## src/common/cnnMemPkg.sv

```systemverilog
package cnnMemPkg;

  // host address bits 15:14 pick the buffer
  typedef enum logic [1:0] {
    regWeights,
    regEdges,
    regInput,
    regOutput
  } regionE;

  typedef struct packed {
    regionE      region;
    logic [11:0] wordOffset;
    logic [1:0]  byteSel;    // host accesses are full words so this is not decoded
  } hostAddrT;

  localparam int kBits      = 16;
  localparam int edgeBits   = 24;
  localparam int yBits      = 32;
  localparam int xBits      = 8;
  localparam int inWideBits = 64;

  localparam int weightsDepth     = 256;
  localparam int edgesDepth       = 64;
  localparam int outputDepth      = 128;
  localparam int inputNarrowDepth = 512;

  localparam int weightsLatency = 3;
  localparam int edgesLatency   = 1;
  localparam int outputLatency  = 2;

  typedef struct packed {
    logic        isWrite;
    hostAddrT    addr;
    logic [31:0] wdata;
  } memReqT;

  typedef struct packed {
    logic [31:0] rdata;
    logic        slvErr;
  } memRspT;

  // the engine sees eight pixels, the host sees two 32-bit words
  typedef union packed {
    logic [7:0][7:0]  lanes;
    logic [1:0][31:0] halves;
  } inWordU;

  typedef struct packed {
    logic        rdEn;
    logic [5:0]  rdAddr;
    logic        wrEn;
    logic [6:0]  wrAddr;
    logic [31:0] wrData;
  } engPortT;

endpackage

```

## src/asymRamReadWider.sv

```systemverilog
module asymRamReadWider #(
  parameter int NARROW      = 8,
  parameter int WIDE        = 64,
  parameter int NARROWDEPTH = 512
) (
  input  logic                                       clkA,
  input  logic                                       wrEn,
  input  logic [$clog2(NARROWDEPTH)-1:0]             wrAddr,
  input  logic [NARROW-1:0]                          wrData,
  input  logic                                       rdEn,
  input  logic [$clog2(NARROWDEPTH*NARROW/WIDE)-1:0] rdAddr,
  output cnnMemPkg::inWordU                          rdData
);

  localparam int ratio     = WIDE / NARROW;
  localparam int laneBits  = $clog2(ratio);
  localparam int wideDepth = NARROWDEPTH / ratio;
  localparam int addrBits  = $clog2(NARROWDEPTH);

  logic [ratio-1:0][NARROW-1:0] mem [wideDepth];
  logic [ratio-1:0]             laneEn;
  logic [addrBits-laneBits-1:0] wordAddr;

  // the low address bits pick the lane inside the wide word
  always_comb begin
    laneEn   = '0;
    wordAddr = wrAddr[addrBits-1:laneBits];
    if (wrEn) begin
      laneEn = ratio'(1) << wrAddr[laneBits-1:0];
    end
  end

  always_ff @(posedge clkA) begin
    for (int i = 0; i < ratio; i++) begin
      if (laneEn[i]) begin
        mem[wordAddr][i] <= wrData;   // other lanes keep their pixels
      end
    end
    if (rdEn) begin
      rdData.lanes <= mem[rdAddr];
    end
  end

endmodule

```

## config.mk

```make
export PLATFORM = sky130hd
export DESIGN_NAME = asymRamReadWider
export DESIGN_NICKNAME = d
export VERILOG_FILES = /design/src/common/cnnMemPkg.sv /design/src/asymRamReadWider.sv
export SDC_FILE = /design/constraint.sdc
export NUM_CORES = 2
export LEC_CHECK = 0
export BUFFER_PORTS_ARGS = -buffer_cell sky130_fd_sc_hd__buf_2
export CAP_MARGIN = 10
export CORE_MARGIN = 8
export CORE_UTILIZATION = 29
export DETAILED_ROUTE_END_ITERATION = 10
export SLEW_MARGIN = 10
export SYNTH_ARGS = -nofsm -noshare
export SYNTH_HDL_FRONTEND = slang
export SYNTH_SLANG_ARGS = --single-unit
```

## constraint.sdc

```tcl
create_clock -name clkA -period 3.65 [get_ports clkA]
set_clock_uncertainty 0.1 [all_clocks]
set_input_delay 0.9125 -clock clkA [delete_from_list [all_inputs] [get_ports clkA]]
set_output_delay 0.9125 -clock clkA [all_outputs]
set_load 0.01 [all_outputs]
```

==> tab_implementation.tex <==
\begin{tabular}{lr}
\hline
Metric & Value \\
\hline
\multicolumn{2}{l}{\textbf{Run status}} \\
Status & completed \\
\multicolumn{2}{l}{\textbf{Layout}} \\
Layout cell share with drive strength beyond 1 & 0.325 \\
Most common cell after layout, fill and taps aside & edfxtp\_1 \\
Leading cell types in the layout, fill and taps excluded & edfxtp\_1, mux4\_2, buf\_4 \\
Finished Core Util & 0.347 \\
Seq. cell area & 125000 sq um \\
Post-route insts no fill & 15.8k \\
Post-route cell area & 189000 sq um \\
Number of filler instances in the final layout & 50.1k \\
Number of nets in the layout & 8177 \\
Multi-input logic area & 31700 sq um \\
Area growth, synth to finish & 19.1\% \\
\multicolumn{2}{l}{\textbf{Power}} \\
Pwr Total & 99.7 mW \\
Ratio of total power to cell area & 528 nW/um\^{}2 \\
Reported leakage power & 58.9 nW \\
Worst vdd ir & 0.000420 V \\
\multicolumn{2}{l}{\textbf{STA}} \\
F\_max & 344 MHz \\
Final count of hold timing violations & 0 \\
Relative slew slack & 0.190 \\
\# setup viols final & 0 \\
Final TNS setup & 0 ns \\
Share of the cycle needed by the critical path after routing & 0.798 \\
RSZ-0062 raised after global routing & false \\
Least-Margin Pin Slew & 1.21 ns \\
Pins Over Slew Limit & 0 \\
Final critical path time including I/O delays and setup & 2.91 ns \\
\multicolumn{2}{l}{\textbf{Setup path}} \\
Worst endpoint data arrival time & 3.38 ns \\
CP required & 4.12 ns \\
CP endpoint kind & register \\
Cell-by-cell trace of the critical path & buf\_2, and3\_1, nand2\_1, nor2\_1 \\
Count of buffering cells on the critical path with inverters included & 1 \\
Highest-delay cell along the critical path & nor2\_1 \\
Category of cells accounting for the largest share of critical-path delay & simple AND/OR/NAND/NOR gates \\
Max stage delay on crit path & 0.98 ns \\
Crit Path Max Fanout & 8 \\
Critical path launch point type & input pin \\
Type of the worst setup path & in -> reg \\
\multicolumn{2}{l}{\textbf{Die}} \\
I/O pins & 90 \\
DIE AREA & 571000 sq um \\
Placeable core area & 545000 sq um \\
Std-Cell Rows & 271 \\
Starting Density & 0.291 \\
Vertical die dimension & 755 um \\
Die width & 755 um \\
\multicolumn{2}{l}{\textbf{Route}} \\
Antenna Nets Post-Route & 0 \\
Routed vias & 80.7k \\
First-iteration detailed-routing DRC count & 10.7k \\
Detail-routed via count per cell & 5.12 \\
Length of the first detailed-routing pass in iterations & 6 \\
DRT Wirelength & 470 mm \\
Post-DR wirelength/cell & 29.8 um \\
Remaining design rule violation count & 0 \\
\multicolumn{2}{l}{\textbf{Placement}} \\
Post-Place Cells & 15.0k \\
Final weighted congestion in routability-driven placement & 0.840 \\
Placed instance area & 176000 sq um \\
Total of buffers placed on input and output ports & 89 \\
Post-DP HPWL & 308 mm \\
\multicolumn{2}{l}{\textbf{Yosys}} \\
Number of distinct library cells after synthesis & 32 \\
Area fraction in and, or, nand and nor cells after synthesis & 0.0219 \\
Seq/Total Area, Yosys & 0.788 \\
Post-synthesis compound-gate area fraction & 0.0277 \\
Yosys reg bits & 4160 \\
XOR/XNOR share of the synthesized area & 0 \\
Number of warnings issued by yosys & 0 \\
Proportion of synthesized area in mux cells & 0.150 \\
Synth Cell Area & 159000 sq um \\
Post-synth net total & 7108 \\
Adder-cell share of the synthesized area & 0 \\
Avg Cell Area, Syn & 22.4 sq um \\
Dominant combinational cell family by area after synthesis & multiplexers \\
Post-Syn Instances & 7082 \\
\multicolumn{2}{l}{\textbf{Clocking}} \\
Total number of clock tree sinks & 4160 \\
Post-CTS Hold Buffers & 0 \\
Longest Clk Path Bufs & 4 \\
Clock slew at the register clock pins of the worst setup and hold paths & 0.07 ns \\
\# H-tree levels & 5 \\
CTS tree & built \\
Clock Latency Late Sink & 0.97 ns \\
Postcts setup bufs & 0 \\
Number of gates resized after CTS & 0 \\
Buffer type at the clock tree root & clkbuf\_16 \\
Number of buffers inserted during clock tree synthesis & 400 \\
\multicolumn{2}{l}{\textbf{Global routing}} \\
Number of antenna violations at the first check in global routing & 51 \\
Pin count of the biggest net entering global routing & 138 \\
All-Layer GR Usage & 0.159 \\
Wire length of the first global-routing pass & 650 mm \\
Residual overflow from global routing & 0 \\
Vias in the first global route & 81.3k \\
\multicolumn{2}{l}{\textbf{Min path}} \\
Path category of the worst min-delay check & in -> reg \\
\multicolumn{2}{l}{\textbf{Run}} \\
Maximum capacitance violations & 0 \\
\hline
\end{tabular}
## registers in the layout, indices dropped and copies added (netlist names)
signal,cells
rdData,64
mem,4096
## logic make-up (layout without fill, tap and decap cells)
logic type / after synthesis / count (layout)
other cells: 0 / 55
simple gates: 826 / 826
buf+inv: 432 / 1833
compound gates: 575 / 575
mux: 1089 / 1089
flops: 4160 / 4160
## synthesized netlist by cell type, drive strengths merged
cell | number | area, sq um
a211oi | 31 | 233
a21oi | 32 | 160
a221oi | 1 | 8.76
a22oi | 256 | 1920
and2 | 3 | 18.8
and3 | 2 | 12.5
and3b | 4 | 35.0
buf | 215 | 1220
clkbuf | 217 | 815
edfxtp | 4160 | 125000
mux2i | 65 | 651
mux4 | 1024 | 23100
nand2 | 72 | 270
nand2b | 5 | 31.3
nand3 | 101 | 505
nand3b | 33 | 248
nand4 | 1 | 6.26
nor2 | 581 | 2180
nor2b | 8 | 50.1
nor3 | 2 | 10.0
nor3b | 6 | 45.0
o211a | 64 | 641
o221ai | 96 | 841
o22ai | 95 | 594
or2 | 2 | 12.5
or3 | 2 | 17.5
or3b | 4 | 35.0
## cell type report
type | count | area share
timing repair buffer | 1099 | 0.0524
multi-input combinational | 2490 | 0.168
clock buffer | 458 | 0.0546
antenna | 55 | 0.000729
tap | 7234 | 0.0479
clock inverter | 276 | 0.0149
sequential | 4160 | 0.662
## worst reg2reg max path, stage by stage, from the launching register on
cell,delay (ns)
edfxtp_1,0.38
mux4_2,0.48
o22ai_1,0.44
a211oi_1,0.21
o211a_1,0.31
## worst paths after layout
kind / start / end / slack [ns] / depth (start not counted)
max: wrAddr[7] / mem[60][61]$_DFFE_PP_ / 0.74 / 4
min: wrData[1] / mem[47][1]$_DFFE_PP_ / 0.29 / 1
max reg2reg: mem[5][2]$_DFFE_PP_ / rdData[2]$_DFFE_PP_ / 1.43 / 4
min reg2reg: mem[54][20]$_DFFE_PP_ / rdData[20]$_DFFE_PP_ / 0.83 / 4
## stage by stage
step	worst slack (ns)	hold WS (ns)
global placement	-0.129	0.809
detailed placement	-0.188	0.811
CTS	0.787	0.241
floorplan	0.819	0.756
finish	0.739	0.286
global route	0.769	0.262
## routing by layer
| metal | global-route usage | vias to the layer above | wire length, um |
|---|---|---|---|
| li1 | - | 32268 | - |
| met1 | 0.202 | 43360 | 177000 |
| met2 | 0.259 | 4277 | 226000 |
| met3 | 0.0366 | 786 | 44100 |
| met4 | 0.0742 | 20 | 23200 |
| met5 | 0 | - | 136 |
## power by group
| part | total, mW | internal, mW | leakage, nW | switching (mW) |
|---|---|---|---|---|
| Combinational | 5.13 | 1.89 | 15.1 | 3.24 |
| Sequential | 52.8 | 52.7 | 37.4 | 0.126 |
| Clock | 41.8 | 23.7 | 6.34 | 18.1 |
| Total | 99.7 | 78.2 | 58.9 | 21.5 |
(Power assumes the default switching activity.)
