**src/common/cnnMemPkg.sv**
```systemverilog
package cnnMemPkg;

  // host address bits 15:14 pick the buffer
  typedef enum logic [1:0] {
    regWeights,
    regEdges,
    regInput,
    regOutput
  } regionE;

  typedef struct packed {
    regionE      region;
    logic [11:0] wordOffset;
    logic [1:0]  byteSel;    // host accesses are full words so this is not decoded
  } hostAddrT;

  localparam int kBits      = 16;
  localparam int edgeBits   = 24;
  localparam int yBits      = 32;
  localparam int xBits      = 8;
  localparam int inWideBits = 64;

  localparam int weightsDepth     = 256;
  localparam int edgesDepth       = 64;
  localparam int outputDepth      = 128;
  localparam int inputNarrowDepth = 512;

  localparam int weightsLatency = 3;
  localparam int edgesLatency   = 1;
  localparam int outputLatency  = 2;

  typedef struct packed {
    logic        isWrite;
    hostAddrT    addr;
    logic [31:0] wdata;
  } memReqT;

  typedef struct packed {
    logic [31:0] rdata;
    logic        slvErr;
  } memRspT;

  // the engine sees eight pixels, the host sees two 32-bit words
  typedef union packed {
    logic [7:0][7:0]  lanes;
    logic [1:0][31:0] halves;
  } inWordU;

  typedef struct packed {
    logic        rdEn;
    logic [5:0]  rdAddr;
    logic        wrEn;
    logic [6:0]  wrAddr;
    logic [31:0] wrData;
  } engPortT;

endpackage

```
**src/hostBridge/axiLiteFrontEnd.sv**
```systemverilog
module axiLiteFrontEnd (
  input  logic              clkA,
  input  logic              reset,
  input  logic              awvalid,
  output logic              awready,
  input  logic [15:0]       awaddr,
  input  logic              wvalid,
  output logic              wready,
  input  logic [31:0]       wdata,
  output logic              bvalid,
  input  logic              bready,
  output logic [1:0]        bresp,
  input  logic              arvalid,
  output logic              arready,
  input  logic [15:0]       araddr,
  output logic              rvalid,
  input  logic              rready,
  output logic [31:0]       rdata,
  output logic [1:0]        rresp,
  output logic              reqValid,
  output cnnMemPkg::memReqT req,
  input  logic              reqGrant,
  input  logic              rspValid,
  input  cnnMemPkg::memRspT rsp
);

  typedef enum logic [2:0] {
    stIdle,
    stCollect,
    stRequest,
    stWait,
    stRespond
  } stateE;

  stateE      state;
  logic       haveAw;
  logic       haveW;
  logic [1:0] respCode;
  logic       awFire;
  logic       wFire;
  logic       arFire;

  // a pending read wins only while no write half has been taken
  assign arready = (state == stCollect) && !haveAw && !haveW;
  assign awready = (state == stCollect) && !haveAw && (haveW || !arvalid);
  assign wready  = (state == stCollect) && !haveW && (haveAw || !arvalid);

  assign awFire = awvalid && awready;
  assign wFire  = wvalid && wready;
  assign arFire = arvalid && arready;

  assign reqValid = (state == stRequest);
  assign bvalid   = (state == stRespond) && req.isWrite;
  assign rvalid   = (state == stRespond) && !req.isWrite;
  assign bresp    = respCode;
  assign rresp    = respCode;

  always_ff @(posedge clkA) begin
    if (reset) begin
      state  <= stIdle;
      haveAw <= 1'b0;
      haveW  <= 1'b0;
    end else begin
      case (state)
        stIdle: state <= stCollect;
        stCollect: begin
          if (arFire) begin
            state <= stRequest;
          end else if ((awFire || haveAw) && (wFire || haveW)) begin
            state  <= stRequest;
            haveAw <= 1'b0;
            haveW  <= 1'b0;
          end else begin
            haveAw <= haveAw || awFire;
            haveW  <= haveW || wFire;
          end
        end
        stRequest: if (reqGrant) state <= stWait;
        stWait: if (rspValid) state <= stRespond;
        stRespond: if ((bvalid && bready) || (rvalid && rready)) state <= stIdle;
        default: state <= stIdle;
      endcase
    end
  end

  always_ff @(posedge clkA) begin
    if (arFire) begin
      req.isWrite <= 1'b0;
      req.addr    <= cnnMemPkg::hostAddrT'(araddr);
      req.wdata   <= '0;
    end else begin
      if (awFire) begin
        req.isWrite <= 1'b1;
        req.addr    <= cnnMemPkg::hostAddrT'(awaddr);
      end
      if (wFire) req.wdata <= wdata;
    end
    if (state == stWait && rspValid) begin
      respCode <= rsp.slvErr ? 2'b10 : 2'b00;
      rdata    <= rsp.slvErr ? 32'h0 : rsp.rdata;
    end
  end

endmodule

```
**config.mk**
```make
export PLATFORM = sky130hd
export DESIGN_NAME = axiLiteFrontEnd
export DESIGN_NICKNAME = d
export VERILOG_FILES = /design/src/common/cnnMemPkg.sv /design/src/hostBridge/axiLiteFrontEnd.sv
export SDC_FILE = /design/constraint.sdc
export NUM_CORES = 1
export LEC_CHECK = 0
export BUFFER_PORTS_ARGS = -buffer_cell sky130_fd_sc_hd__buf_2
export CAP_MARGIN = 40
export CORE_ASPECT_RATIO = 0.8
export CORE_MARGIN = 8
export CORE_UTILIZATION = 30
export CTS_CLUSTER_DIAMETER = 80
export DETAILED_ROUTE_END_ITERATION = 10
export PLACE_DENSITY = 0.56
export SLEW_MARGIN = 25
export SYNTH_ARGS = -nofsm -noshare
export SYNTH_HDL_FRONTEND = slang
export SYNTH_SLANG_ARGS = --single-unit
```
**constraint.sdc**
```tcl
create_clock -name clkA -period 2.2 [get_ports clkA]
set_input_delay 0.22 -clock clkA [delete_from_list [all_inputs] [get_ports clkA]]
set_output_delay 0.22 -clock clkA [all_outputs]
set_load 0.01 [all_outputs]
```
==> impl_metrics.ini <==
[yosys]
synthCells = 294
synth_ff_type = edfxtp_1
netlist_area_mm2 = 0.00351
avgSynthCellArea_um2 = 11.9
synthTopCellsByCount = 56 x nand2_1, 49 x edfxtp_1, 38 x dfxtp_1
synth_edf_count = 49
yosysSeqAreaShare = 0.637
synth_top_area_share = 0.420
ys_warn_count = 0
async_flop_share = 0
ys_seq_elements = 87
yosysMostFrequentCell = nand2_1
synth.distinct_cells = 31
yosys.area.top_type = edfxtp_1
synthTopCellsByArea = edfxtp_1 42%, dfxtp_1 22%, nor2b_1 6.6%

[sta]
drv_slew = 0
setup_viol = 0
setup_slack_ns = 0.155
skew_ns = 0.00814
max_freq_mhz = 489
worst_pin_slew_ns = 0.608
hold_violations = 0
whs_ns = 0.117
tns_ns = 0
rsz0062_at_grt = no
post-route-period-util = 0.929
period_needed_ns = 2.04
slew-limit-headroom = 0.595

[power_and_ir_drop]
power_frac_seq = 0.422
power_density_mw_per_mm2 = 1060
peakVddDrop_mv = 0.549
p_leak_uw = 0.00215
combPwrFrac = 0.266
switching_share = 0.298
p_int_uw = 3680
p_total_uw = 5240
power.switching_uw = 1560
clkPwrFrac = 0.312

[final_layout]
drive_gt1_frac = 0.499
stdcell_area_mm2 = 0.00495
nNetsFinal = 596
syn2layout_area_growth_pct = 41.2
antenna_cells = 0

[route]
drc_errors = 0
drt_wl_total_um = 10300
wl_met2_um = 4470
wire_per_inst_um = 16.0
drtAntennaViolNets = 0
drtIter0Drc = 118
vias = 2841
dr_wl_met3_um = 1340
top_layer = met5
drt_first_pass_iters = 3
drt-met1-wl_um = 4300
viasPerCell = 4.42

[clocking]
cts_tree = yes
cts_resized = 0
clkTransAtPathRegs_ns = 0.07
cts-buffers-inserted = 9
clock_latency_ns = 0.34
cts-root-buf = clkbuf_16
clk_path_buf_depth = 2
cts_hold_buf = 0
h-tree-depth = 3
clock-sinks = 87
cts_setup_buffers = 0

[die]
die_h_um = 113
core_mm2 = 0.0115
fp-row-count = 35
die_x_um = 137
dieArea_mm2 = 0.0154
initial_core_util = 0.306
io_pins = 197

[place]
dpl.hpwl_um = 7910
gp_congestion = 0.773
portBuffers = 194
pre_cts_ws_ns = 0.138
placed_cell_area_mm2 = 0.00463

[min_path]
hold_class = in -> reg

[run]
maxCapViolCount = 0

[worst_setup_path]
crit_chain = or3b_1, nor3_1, nand2_1, nand2b_2, buf_12
crit_path_max_incr_delay_ns = 0.46
crit_type = reg -> reg
critPathMaxFanout = 13
cp-start-kind = register
slowest_stage = or3b_1
crit_path_end_kind = register
required_ns = 2.25
arrival_ns = 2.10

[outcome]
status = completed

[global_route]
gr-usage-all-layers = 0.132
grt_start_max_net_pins = 35
grt_pass1_vias = 3123
antenna_found_initial = 1
grt_pass1_wl_um = 16000
overflow = 0
==> cell type report <==
cell class              count  area [µm²]
clock inverters             7        97.6
fillers                  1141        6520
multi-input cells         185        1130
well taps                 148         185
repair buffers            204        1070
flip-flops and latches     87        2230
inverters                   3        11.3
clock buffers               9         225
==> worst paths after layout <==
check	startpoint	to	slack, ns	depth (start not counted)
setup / recovery	state[0]	req[32]	0.16	5
setup reg to reg	state[0]	req[32]	0.16	5
hold reg to reg	req[5]	req[5]	0.45	2
hold / removal	wdata[9]	req[9]	0.12	3
==> power by group through the flow <==
stage,clock network [µW],logic (µW),registers (µW)
after global placement,0,1410,2220
after detailed placement,0,1420,2240
final,1630,1390,2210
after global routing,1750,1560,2240
after CTS,1700,1430,2210
after floorplan,0,708,2360
==> metrics by stage <==
| stage | cells | util |
|---|---|---|
| floorplan | 295 | - |
| global placement | 627 | 0.403 |
| detailed placement | 627 | 0.403 |
| CTS | 643 | 0.431 |
| global route | 643 | 0.431 |
| finish | 643 | 0.431 |
==> critical path, delay by kind of cell (launching register included) <==
family | cells | cell delay [ns]
simple gates | 4 | 1.14
buf+inv | 1 | 0.16
flops | 1 | 0.45
==> placed cells by master, fill, tap and decap left out <==
cell type | netlist | final
clkinvlp_4 | 0 | 1
and3_1 | 1 | 1
or4b_4 | 1 | 1
buf_2 | 6 | 194
o41ai_1 | 1 | 1
mux2_2 | 3 | 3
a21oi_2 | 10 | 10
nand2b_2 | 0 | 1
or3b_1 | 1 | 1
clkinv_1 | 0 | 1
nand2_1 | 56 | 56
nand3_1 | 2 | 2
bufinv_16 | 0 | 2
nor3_1 | 4 | 4
nand2_2 | 10 | 10
clkbuf_16 | 0 | 9
a32o_1 | 1 | 1
inv_1 | 3 | 3
dfxtp_1 | 38 | 38
and2_2 | 0 | 1
clkinv_4 | 0 | 3
nor2b_1 | 37 | 37
nor3b_1 | 2 | 2
a21oi_1 | 27 | 27
nor4b_4 | 1 | 1
conb_1 | 1 | 2
mux2i_1 | 2 | 2
edfxtp_1 | 49 | 49
mux2_1 | 14 | 14
buf_4 | 6 | 8
and2_1 | 3 | 2
nor2_1 | 1 | 1
nor4_1 | 2 | 2
o21ai_0 | 2 | 2
nor3_2 | 1 | 1
buf_12 | 0 | 2
==> cell families (layout without fill, tap and decap cells) <==
| kind of cell | Yosys count | after routing | synth area share |
|---|---|---|---|
| multiplexers | 19 | 19 | 0.0603 |
| flip-flops | 87 | 87 | 0.637 |
| AND/OR/NAND/NOR | 123 | 123 | 0.186 |
| AO/OA/AOI/OAI | 41 | 41 | 0.0717 |
| other | 1 | 2 | 0.00107 |
| buffers and inverters | 23 | 223 | 0.0439 |
==> flip-flops by register name, summed over array words and instances, names as in the netlist <==
| signal | count |
|---|---|
| bresp | 1 |
| haveAw | 1 |
| haveW | 1 |
| rdata | 32 |
| req | 49 |
| state | 3 |
==> per-layer routing <==
metal | GRT usage | vias up
met5 | 0 | -
met4 | 0.0477 | 2
met3 | 0.0691 | 15
met2 | 0.210 | 135
met1 | 0.147 | 1296
li1 | - | 1393
(Power assumes the default switching activity.)
