$ cat src/common/cnnMemPkg.sv
package cnnMemPkg;

  // host address bits 15:14 pick the buffer
  typedef enum logic [1:0] {
    regWeights,
    regEdges,
    regInput,
    regOutput
  } regionE;

  typedef struct packed {
    regionE      region;
    logic [11:0] wordOffset;
    logic [1:0]  byteSel;    // host accesses are full words so this is not decoded
  } hostAddrT;

  localparam int kBits      = 16;
  localparam int edgeBits   = 24;
  localparam int yBits      = 32;
  localparam int xBits      = 8;
  localparam int inWideBits = 64;

  localparam int weightsDepth     = 256;
  localparam int edgesDepth       = 64;
  localparam int outputDepth      = 128;
  localparam int inputNarrowDepth = 512;

  localparam int weightsLatency = 3;
  localparam int edgesLatency   = 1;
  localparam int outputLatency  = 2;

  typedef struct packed {
    logic        isWrite;
    hostAddrT    addr;
    logic [31:0] wdata;
  } memReqT;

  typedef struct packed {
    logic [31:0] rdata;
    logic        slvErr;
  } memRspT;

  // the engine sees eight pixels, the host sees two 32-bit words
  typedef union packed {
    logic [7:0][7:0]  lanes;
    logic [1:0][31:0] halves;
  } inWordU;

  typedef struct packed {
    logic        rdEn;
    logic [5:0]  rdAddr;
    logic        wrEn;
    logic [6:0]  wrAddr;
    logic [31:0] wrData;
  } engPortT;

endpackage

$ cat src/hostBridge/memRequestRouter.sv
module memRequestRouter #(
  parameter int kBits            = 16,
  parameter int edgeBits         = 24,
  parameter int yBits            = 32,
  parameter int xBits            = 8,
  parameter int inWideBits       = 64,
  parameter int weightsDepth     = 256,
  parameter int edgesDepth       = 64,
  parameter int outputDepth      = 128,
  parameter int inputNarrowDepth = 512,
  parameter int weightsLatency   = 3,
  parameter int edgesLatency     = 1,
  parameter int outputLatency    = 2
) (
  input  logic                                clkA,
  input  logic                                reset,
  input  logic                                reqValid,
  input  cnnMemPkg::memReqT                   req,
  output logic                                reqGrant,
  output logic                                rspValid,
  output cnnMemPkg::memRspT                   rsp,
  input  cnnMemPkg::engPortT                  eng,
  output logic                                wEn,
  output logic                                wWe,
  output logic [$clog2(weightsDepth)-1:0]     wAddr,
  output logic [kBits-1:0]                    wDi,
  input  logic [kBits-1:0]                    wDout,
  output logic                                eEn,
  output logic                                eWe,
  output logic [$clog2(edgesDepth)-1:0]       eAddr,
  output logic [edgeBits-1:0]                 eDi,
  input  logic [edgeBits-1:0]                 eDout,
  output logic                                oEn,
  output logic                                oWe,
  output logic [$clog2(outputDepth)-1:0]      oAddr,
  output logic [yBits-1:0]                    oDi,
  input  logic [yBits-1:0]                    oDout,
  output logic                                iWrEn,
  output logic [$clog2(inputNarrowDepth)-1:0] iWrAddr,
  output logic [xBits-1:0]                    iWrData,
  output logic                                iRdEn,
  output logic [$clog2(inputNarrowDepth*xBits/inWideBits)-1:0] iRdAddr,
  input  cnnMemPkg::inWordU                   iRdData
);

  localparam int inAddrBits = $clog2(inputNarrowDepth);
  localparam int laneBits   = $clog2(inWideBits / xBits);

  cnnMemPkg::regionE region;
  cnnMemPkg::regionE pendRegion;
  logic [11:0]       offset;
  logic              inRange;
  logic              conflict;
  logic [3:0]        regionLat;
  logic [3:0]        cnt;
  logic              pending;
  logic              pendErr;
  logic              pendWrite;
  logic              pendHalf;
  logic              hit;
  logic              hold;

  assign region = req.addr.region;
  assign offset = req.addr.wordOffset;

  always_comb begin
    inRange   = 1'b0;
    conflict  = 1'b0;
    regionLat = 4'd1;
    case (region)
      cnnMemPkg::regWeights: begin
        inRange   = int'(offset) < weightsDepth;
        regionLat = 4'(weightsLatency);
      end
      cnnMemPkg::regEdges: begin
        inRange   = int'(offset) < edgesDepth;
        regionLat = 4'(edgesLatency);
      end
      cnnMemPkg::regInput: begin
        inRange  = int'(offset) < inputNarrowDepth;
        conflict = !req.isWrite && eng.rdEn;   // engine owns the read port this cycle
      end
      default: begin
        inRange   = int'(offset) < outputDepth;
        conflict  = eng.wrEn;
        regionLat = 4'(outputLatency);
      end
    endcase
  end

  assign reqGrant = reqValid && !pending && !conflict;
  assign hit      = reqGrant && inRange;
  assign hold     = pending && (cnt != 4'd0);   // keeps the RAM pipeline moving
  assign rspValid = pending && (cnt == 4'd0);

  assign wEn   = (hit && region == cnnMemPkg::regWeights) ||
                 (hold && pendRegion == cnnMemPkg::regWeights);
  assign wWe   = hit && req.isWrite;
  assign wAddr = offset[$clog2(weightsDepth)-1:0];
  assign wDi   = req.wdata[kBits-1:0];

  assign eEn   = (hit && region == cnnMemPkg::regEdges) ||
                 (hold && pendRegion == cnnMemPkg::regEdges);
  assign eWe   = hit && req.isWrite;
  assign eAddr = offset[$clog2(edgesDepth)-1:0];
  assign eDi   = req.wdata[edgeBits-1:0];

  // engine writes take the output port whenever they show up
  assign oEn   = eng.wrEn || (hit && region == cnnMemPkg::regOutput) ||
                 (hold && pendRegion == cnnMemPkg::regOutput);
  assign oWe   = eng.wrEn || (hit && region == cnnMemPkg::regOutput && req.isWrite);
  assign oAddr = eng.wrEn ? eng.wrAddr : offset[$clog2(outputDepth)-1:0];
  assign oDi   = eng.wrEn ? eng.wrData : req.wdata[yBits-1:0];

  assign iWrEn   = hit && region == cnnMemPkg::regInput && req.isWrite;
  assign iWrAddr = offset[inAddrBits-1:0];
  assign iWrData = req.wdata[xBits-1:0];
  assign iRdEn   = eng.rdEn || (hit && region == cnnMemPkg::regInput && !req.isWrite);
  assign iRdAddr = eng.rdEn ? eng.rdAddr : offset[inAddrBits-1:laneBits];

  always_ff @(posedge clkA) begin
    if (reset) begin
      pending <= 1'b0;
      cnt     <= 4'd0;
    end else if (reqGrant) begin
      pending <= 1'b1;
      cnt     <= (req.isWrite || !inRange) ? 4'd0 : regionLat - 4'd1;
    end else if (pending) begin
      if (cnt == 4'd0) pending <= 1'b0;
      else cnt <= cnt - 4'd1;
    end
  end

  always_ff @(posedge clkA) begin
    if (reqGrant) begin
      pendRegion <= region;
      pendErr    <= !inRange;
      pendWrite  <= req.isWrite;
      pendHalf   <= offset[laneBits-1];   // upper four lanes sit in the upper half
    end
  end

  always_comb begin
    rsp.rdata  = '0;
    rsp.slvErr = pendErr;
    if (!pendErr && !pendWrite) begin
      case (pendRegion)
        cnnMemPkg::regWeights: rsp.rdata[kBits-1:0] = wDout;
        cnnMemPkg::regEdges:   rsp.rdata[edgeBits-1:0] = eDout;
        cnnMemPkg::regInput:   rsp.rdata = iRdData.halves[pendHalf];
        default:               rsp.rdata[yBits-1:0] = oDout;
      endcase
    end
  end

endmodule

$ cat config.mk
export PLATFORM = sky130hd
export DESIGN_NAME = memRequestRouter
export DESIGN_NICKNAME = d
export VERILOG_FILES = /design/src/common/cnnMemPkg.sv /design/src/hostBridge/memRequestRouter.sv
export SDC_FILE = /design/constraint.sdc
export NUM_CORES = 1
export LEC_CHECK = 0
export ABC_AREA = 0
export BUFFER_PORTS_ARGS = -buffer_cell sky130_fd_sc_hd__buf_2
export CORE_AREA = 2 2 152 154
export DETAILED_ROUTE_END_ITERATION = 12
export DIE_AREA = 0 0 154 156
export PLACE_DENSITY = 0.47
export SYNTH_ARGS = -nofsm -noshare
export SYNTH_HDL_FRONTEND = slang
export SYNTH_SLANG_ARGS = --single-unit
$ cat constraint.sdc
create_clock -name clkA -period 2.1 [get_ports clkA]
set_clock_uncertainty 0.1 [all_clocks]
set_input_delay 0.21 -clock clkA [delete_from_list [all_inputs] [get_ports clkA]]
set_output_delay 0.21 -clock clkA [all_outputs]
set_load 0.05 [all_outputs]
==> results.json, run 1 <==
{
  "fmax_mhz": 442,
  "required_ns": 1.79,
  "r2r-end": "pendErr$_DFFE_PP_",
  "maxSlewViolCount": 0,
  "worst_pin_slew_ns": 0.510,
  "synth_area_per_cell_um2": 8.83,
  "first_pass_iters": 4,
  "drc": 0,
  "finalCriticalPeriod_ns": 2.26,
  "hold_violations": 0,
  "numCtsBuffers": 3,
  "swShare": 0.503,
  "wire_per_inst_um": 14.9,
  "hp-class": "in -> reg",
  "switching_power_w": 0.00107,
  "drive_above_1_share": 0.819,
  "cts.sinks": 10,
  "clockBufferDepth": 2,
  "leakagePower_nw": 2.70,
  "whs_ns": 0.111,
  "setup_viol": 16,
  "critPathCapture": "rsp[2]",
  "fin_nets": 904,
  "rows": 55,
  "die_area_um2": 24000,
  "synth-seq-area-share": 0.0831,
  "ys_async_sr_fraction": 0,
  "clk_latency_ns": 0.24,
  "status": "complete, but fails checks",
  "powerDensity_nw_per_um2": 403,
  "fp.dieH_um": 156,
  "synthFlopType": "edfxtp_1",
  "r2r-start": "pending$_SDFF_PP0_",
  "cts_tree": "yes",
  "r2r_cells": 6,
  "vias": 3715,
  "total_power_w": 0.00212,
  "pre_cts_ws_ns": 0.0115,
  "synthesis.area_um2": 3010,
  "io_buffers": 391,
  "final_antenna_net_count": 0,
  "synth-seq-cells": 10,
  "power_frac_seq": 0.113,
  "chipWidth_um": 154,
  "grt_pass1_wl_mm": 19.3,
  "cp_data_arrival_time_ns": 1.95,
  "relSlewSlack": 0.657,
  "first_global_vias": 3414,
  "final_util": 0.235,
  "place_congestion": 0.734,
  "start_util": 0.135,
  "grt_max_degree": 32,
  "diodes": 0,
  "synth_edf_count": 5,
  "synth_top_cell_by_area": "buf_4",
  "crit_fanout": 19,
  "grt_usage": 0.105,
  "setup_tns_ns": -2.05,
  "wirelength_mm": 14.1,
  "ir_drop_mv": 0.235,
  "drt_iter0_drc": 125,
  "start_kind": "flip-flop",
  "design.core.area_um2": 22400,
  "pin_count": 394,
  "rsz0062_at_grt": "yes",
  "dpl.hpwl_mm": 12.3,
  "area_growth_pct": 74.5,
  "h-tree-depth": 1,
  "vias_per_cell": 3.92,
  "grt-ovfl-total": 0,
  "maxCapViolations": 0,
  "setup_slack_ns": -0.164,
  "synthTopCellsByArea": "buf_4 (19%), mux2_2 (18%), mux4_2 (12%)",
  "ys_types": 43,
  "path_clk_slew_ns": 0.04,
  "min_period_over_period": 1.08,
  "yosys_warnings": 0,
  "synth_top_cell_area_share": 0.187,
  "internal_power_w": 0.00105,
  "p_comb_frac": 0.723,
  "critPathLaunch": "pendHalf$_DFFE_PP_",
  "cts-root-buf": "clkbuf_16",
  "violations": "negative setup slack",
  "reg2reg_setup_slack_ns": 0.45,
  "syn_nets": 582,
  "end_kind": "output pin",
  "antenna_found_initial": 1,
  "power_frac_clock": 0.164,
  "netlist_instances": 341,
  "criticalPathCategory": "reg -> out"
}
[final cells by class]
| class | instances | area, um2 |
|---|---|---|
| Inverter | 6 | 22.5 |
| Sequential cell | 10 | 250 |
| Multi-Input combinational cell | 229 | 2190 |
| Timing Repair Buffer | 413 | 2350 |
| Fill cell | 2495 | 17100 |
| Tap cell | 285 | 357 |
| Clock buffer | 4 | 78.8 |
[flip-flops by register name, summed over array words and instances, names as in the netlist]
| register | flops |
|---|---|
| cnt | 4 |
| pendRegion | 2 |
| pendErr | 1 |
| pendHalf | 1 |
| pendWrite | 1 |
| pending | 1 |
[cell usage in the layout, fill, tap and decap left out, types with 2 or more instances in the layout]
cell	synthesis	final
buf_2	3	363
mux2_2	48	48
buf_6	1	23
buf_4	75	20
nor2_2	0	18
mux2i_1	16	16
mux4_2	16	16
nand2_1	15	15
nor2_1	32	14
and2_4	0	14
mux2_4	13	13
a21oi_1	11	10
a22oi_1	8	8
o21ai_0	12	6
buf_12	2	6
inv_1	6	5
ha_1	6	5
dfxtp_1	5	5
edfxtp_1	5	5
nand2b_1	4	4
o21ai_1	1	3
o21ai_2	0	3
clkbuf_16	0	3
nor2b_1	2	2
o21a_1	3	2
nor3_1	2	2
and2_1	16	2
o21bai_2	0	2
nor3b_1	3	2
a221oi_1	2	2
[synth_stat cells (2+ instances only)]
master	n
a21oi_1	11
a221oi_1	2
a22oi_1	8
and2_1	16
buf_1	2
buf_12	2
buf_2	3
buf_4	75
clkbuf_1	13
dfxtp_1	5
edfxtp_1	5
ha_1	6
inv_1	6
mux2_2	48
mux2_4	13
mux2i_1	16
mux4_2	16
nand2_1	15
nand2b_1	4
nand3_1	2
nor2_1	32
nor2b_1	2
nor3_1	2
nor3b_1	3
o21a_1	3
o21ai_0	12
o21bai_1	3
[power by group through the flow]
stage               clock, W  combinational, W  sequential [W]
floorplan                  0           0.00111        0.000236
global placement           0           0.00149        0.000242
detailed placement         0           0.00150        0.000242
CTS                 0.000356           0.00152        0.000239
global route        0.000371           0.00162        0.000242
finish              0.000347           0.00153        0.000240
[kinds of logic (layout without fill, tap and decap cells)]
family	count (synthesis)	in the layout	synth area share
AOI/OAI and AO/OA	47	47	0.101
adders and majority gates	6	6	0.0249
muxes	93	93	0.417
and+or+nand+nor	82	82	0.135
DFF	10	10	0.0831
xor gates and xnor gates	1	1	0.00291
buffers and inverters	102	423	0.235
[what timing repair did]
| action | in CTS | in global routing |
|---|---|---|
| hold buffers | 0 | 0 |
| resized for setup | 50 | 34 |
| setup endpoints to repair | 21 | 39 |
| pin swaps | 0 | 5 |
| buffers inserted | 0 | 4 |
| gates cloned | 0 | 0 |
[worst min path at each step]
stage,depth (start not counted),start,slack (ns),end
after floorplan,1,reset,0.18,pending$_SDFF_PP0_
after global placement,1,req[47],0.36,pendRegion[1]$_DFFE_PP_
after detailed placement,2,reset,0.36,pending$_SDFF_PP0_
after CTS,2,reset,0.11,cnt[2]$_SDFFE_PP0P_
after global routing,1,req[46],0.11,pendRegion[0]$_DFFE_PP_
final,1,req[46],0.11,pendRegion[0]$_DFFE_PP_
[layer usage]
layer / up-vias / wire [um] / track usage
li1: 1785 / - / -
met3: 8 / 1180 / 0.0228
met1: 1694 / 5150 / 0.109
met5: - / 0 / 0
met2: 228 / 7700 / 0.218
met4: 0 / 93 / 0.0111
[critical path: stages (launching register included)]
cell      delay [ns]
edfxtp_1        0.37
buf_12          0.20
mux2_2          0.36
mux4_2          0.45
and2_1          0.18
buf_6           0.15
[through the flow]
stage               instance area [um2]  std cells
finish                             5250        947
global route                       5250        947
CTS                                5130        943
detailed placement                 4910        939
global placement                   4910        939
floorplan                          3080        341
Power figures use the tool's default switching activity.
==> run 2, diff against run 1 <==
- CELL_PAD_IN_SITES_DETAIL_PLACEMENT: unset -> 1
- CELL_PAD_IN_SITES_GLOBAL_PLACEMENT: unset -> 1
- CORE_AREA: 2 2 152 154 -> 2 2 154 156
- DIE_AREA: 0 0 154 156 -> 0 0 156 158
- PLACE_DENSITY: 0.47 -> unset
- PLACE_DENSITY_LB_ADDON: unset -> 0.1
==> run 2 against run 1 <==
Against the previous run: the flow still finishes with violations (negative setup slack); via count increased by 1.7%; wire length increased by 12%; combinational power about the same; first-iteration DRC count decreased by 35%; count of clock-buffer cells in the layout unchanged; register-to-register slack got worse by 0.08 ns; power increased by 0.44%; critical endpoint is now rsp[11].
==> results.json, run 2 (synthesized netlist as in run 1, its figures left out) <==
{
  "setup_viol": 21,
  "min-delay-start": "req[47]",
  "hold_violations": 0,
  "hold_buffers": 0,
  "vias": 3779,
  "drc": 0,
  "fin_nets": 902,
  "max_stage_delay_ns": 0.46,
  "design.core.area_um2": 23100,
  "fmax_mhz": 443,
  "die_area_um2": 24600,
  "chipWidth_um": 156,
  "clockBufferDepth": 2,
  "maxSlewViolCount": 0,
  "whs_ns": 0.116,
  "fin_cells": 950,
  "cts.sinks": 10,
  "diodes": 0,
  "drive_above_1_share": 0.829,
  "r2r-start": "pending$_SDFF_PP0_",
  "grt_pass1_wl_mm": 22.1,
  "largest_register_ffs": 4,
  "top_register": "cnt",
  "ir_drop_mv": 0.187,
  "reg2reg_setup_slack_ns": 0.37,
  "h-tree-depth": 1,
  "grt_max_degree": 32,
  "clk_latency_ns": 0.24,
  "grt_usage": 0.116,
  "final_common_cell": "buf_2",
  "pin_count": 394,
  "worst_pin_slew_ns": 0.578,
  "drt_iter0_drc": 81,
  "r2r_cells": 6,
  "cts-root-buf": "clkbuf_16",
  "required_ns": 1.79,
  "area_growth_pct": 76.7,
  "layout_common_cells": "buf_2 (353), mux2_2 (48), buf_6 (32), nor2_2 (18)",
  "rsz0062_at_grt": "yes",
  "crit_chain": "buf_12, mux2_4, mux4_2, and2_4, buf_6",
  "maxCapViolations": 0,
  "status": "complete, but fails checks",
  "hold_end": "pendRegion[1]$_DFFE_PP_",
  "path_clk_slew_ns": 0.04,
  "cts_tree": "yes",
  "hold_path_depth": 1,
  "hp-class": "in -> reg",
  "start_kind": "flip-flop",
  "fp.dieH_um": 158,
  "first_global_vias": 4015,
  "relSlewSlack": 0.612,
  "grt-ovfl-total": 0,
  "io_buffers": 391,
  "wirelength_mm": 15.8,
  "criticalPathCategory": "reg -> out",
  "place_congestion": 0.753,
  "leakagePower_nw": 2.69,
  "pre_cts_ws_ns": -0.0178,
  "violations": "negative setup slack",
  "crit_fanout": 12,
  "first_pass_iters": 4,
  "end_kind": "output pin",
  "cp_data_arrival_time_ns": 1.94,
  "start_util": 0.131,
  "vias_per_cell": 3.98,
  "dpl.hpwl_mm": 13.7,
  "numCtsBuffers": 3,
  "min_period_over_period": 1.07,
  "dp.cells": 945,
  "finalCriticalPeriod_ns": 2.25,
  "setup_slack_ns": -0.155,
  "wire_per_inst_um": 16.6,
  "rows": 56,
  "antenna_found_initial": 0,
  "r2r-end": "cnt[3]$_SDFFE_PP0P_",
  "cp_slowest_cell": "mux4_2",
  "reg_top3": "cnt (4), pendRegion (2)",
  "final_antenna_net_count": 0,
  "powerDensity_nw_per_um2": 400
}
## run 2: cell count changes in the layout (fill, tap and decap cells not counted), moves of 4 or more
cell     previous run  this run
buf_6              23        32
a21oi_2             1         6
buf_2             363       353
o21ai_0             6         1
buf_4              20        16
a21oi_1            10         5
o21ai_1             3         8
## run 2: worst max-delay path: cells and delay by family, from the launching register on
| kind | cells | cell delay, ns |
|---|---|---|
| muxes | 2 | 0.76 |
| and+or+nand+nor | 1 | 0.17 |
| buffers and inverters | 2 | 0.33 |
| DFF | 1 | 0.43 |
## run 2: routing by layer
| layer | part of all wire | track usage |
|---|---|---|
| met5 | 0 | 0 |
| met4 | 0.0072 | 0.0192 |
| met3 | 0.091 | 0.0279 |
| met2 | 0.56 | 0.244 |
| met1 | 0.34 | 0.115 |
## run 2: per-stage QoR
| stage | util | setup TNS [ns] | power (W) | instance area, um2 |
|---|---|---|---|---|
| floorplan | - | -0.229 | 0.00134 | 3080 |
| global placement | 0.212 | 0 | 0.00173 | 4900 |
| detailed placement | 0.212 | -0.0318 | 0.00175 | 4900 |
| CTS | 0.226 | -2.48 | 0.00215 | 5200 |
| global route | 0.231 | -3.95 | 0.00224 | 5320 |
| finish | 0.231 | -2.09 | 0.00213 | 5320 |
## run 2: cell type report
cell class	instances	area, um2
Fill cell	2794	17700
Timing Repair Buffer	411	2390
Multi-Input combinational cell	229	2210
Tap cell	290	363
Sequential cell	10	250
Clock buffer	4	78.8
Inverter	6	22.5
## run 2: worst max path at each step
stage | start | end | slack [ns] | cells after the start
4_1_cts | pendHalf$_DFFE_PP_ | rsp[3] | -0.18 | 5
5_1_grt | pendHalf$_DFFE_PP_ | rsp[11] | -0.20 | 5
2_1_floorplan | req[46] | oWe | -0.06 | 6
6_report | pendHalf$_DFFE_PP_ | rsp[11] | -0.15 | 5
3_5_place_dp | req[47] | wWe | -0.02 | 8
3_3_place_gp | req[46] | wWe | 0.02 | 7
## run 2: power breakdown
part           leakage [nW]  internal, W  switching (W)
logic                  2.57     0.000572       0.000963
clock network        0.0382     0.000255      0.0000960
registers            0.0867     0.000225      0.0000168
## run 2: timing repair
action	in CTS	in global routing
resized for setup	77	39
setup buffers	1	0
endpoints found under the setup margin	34	40
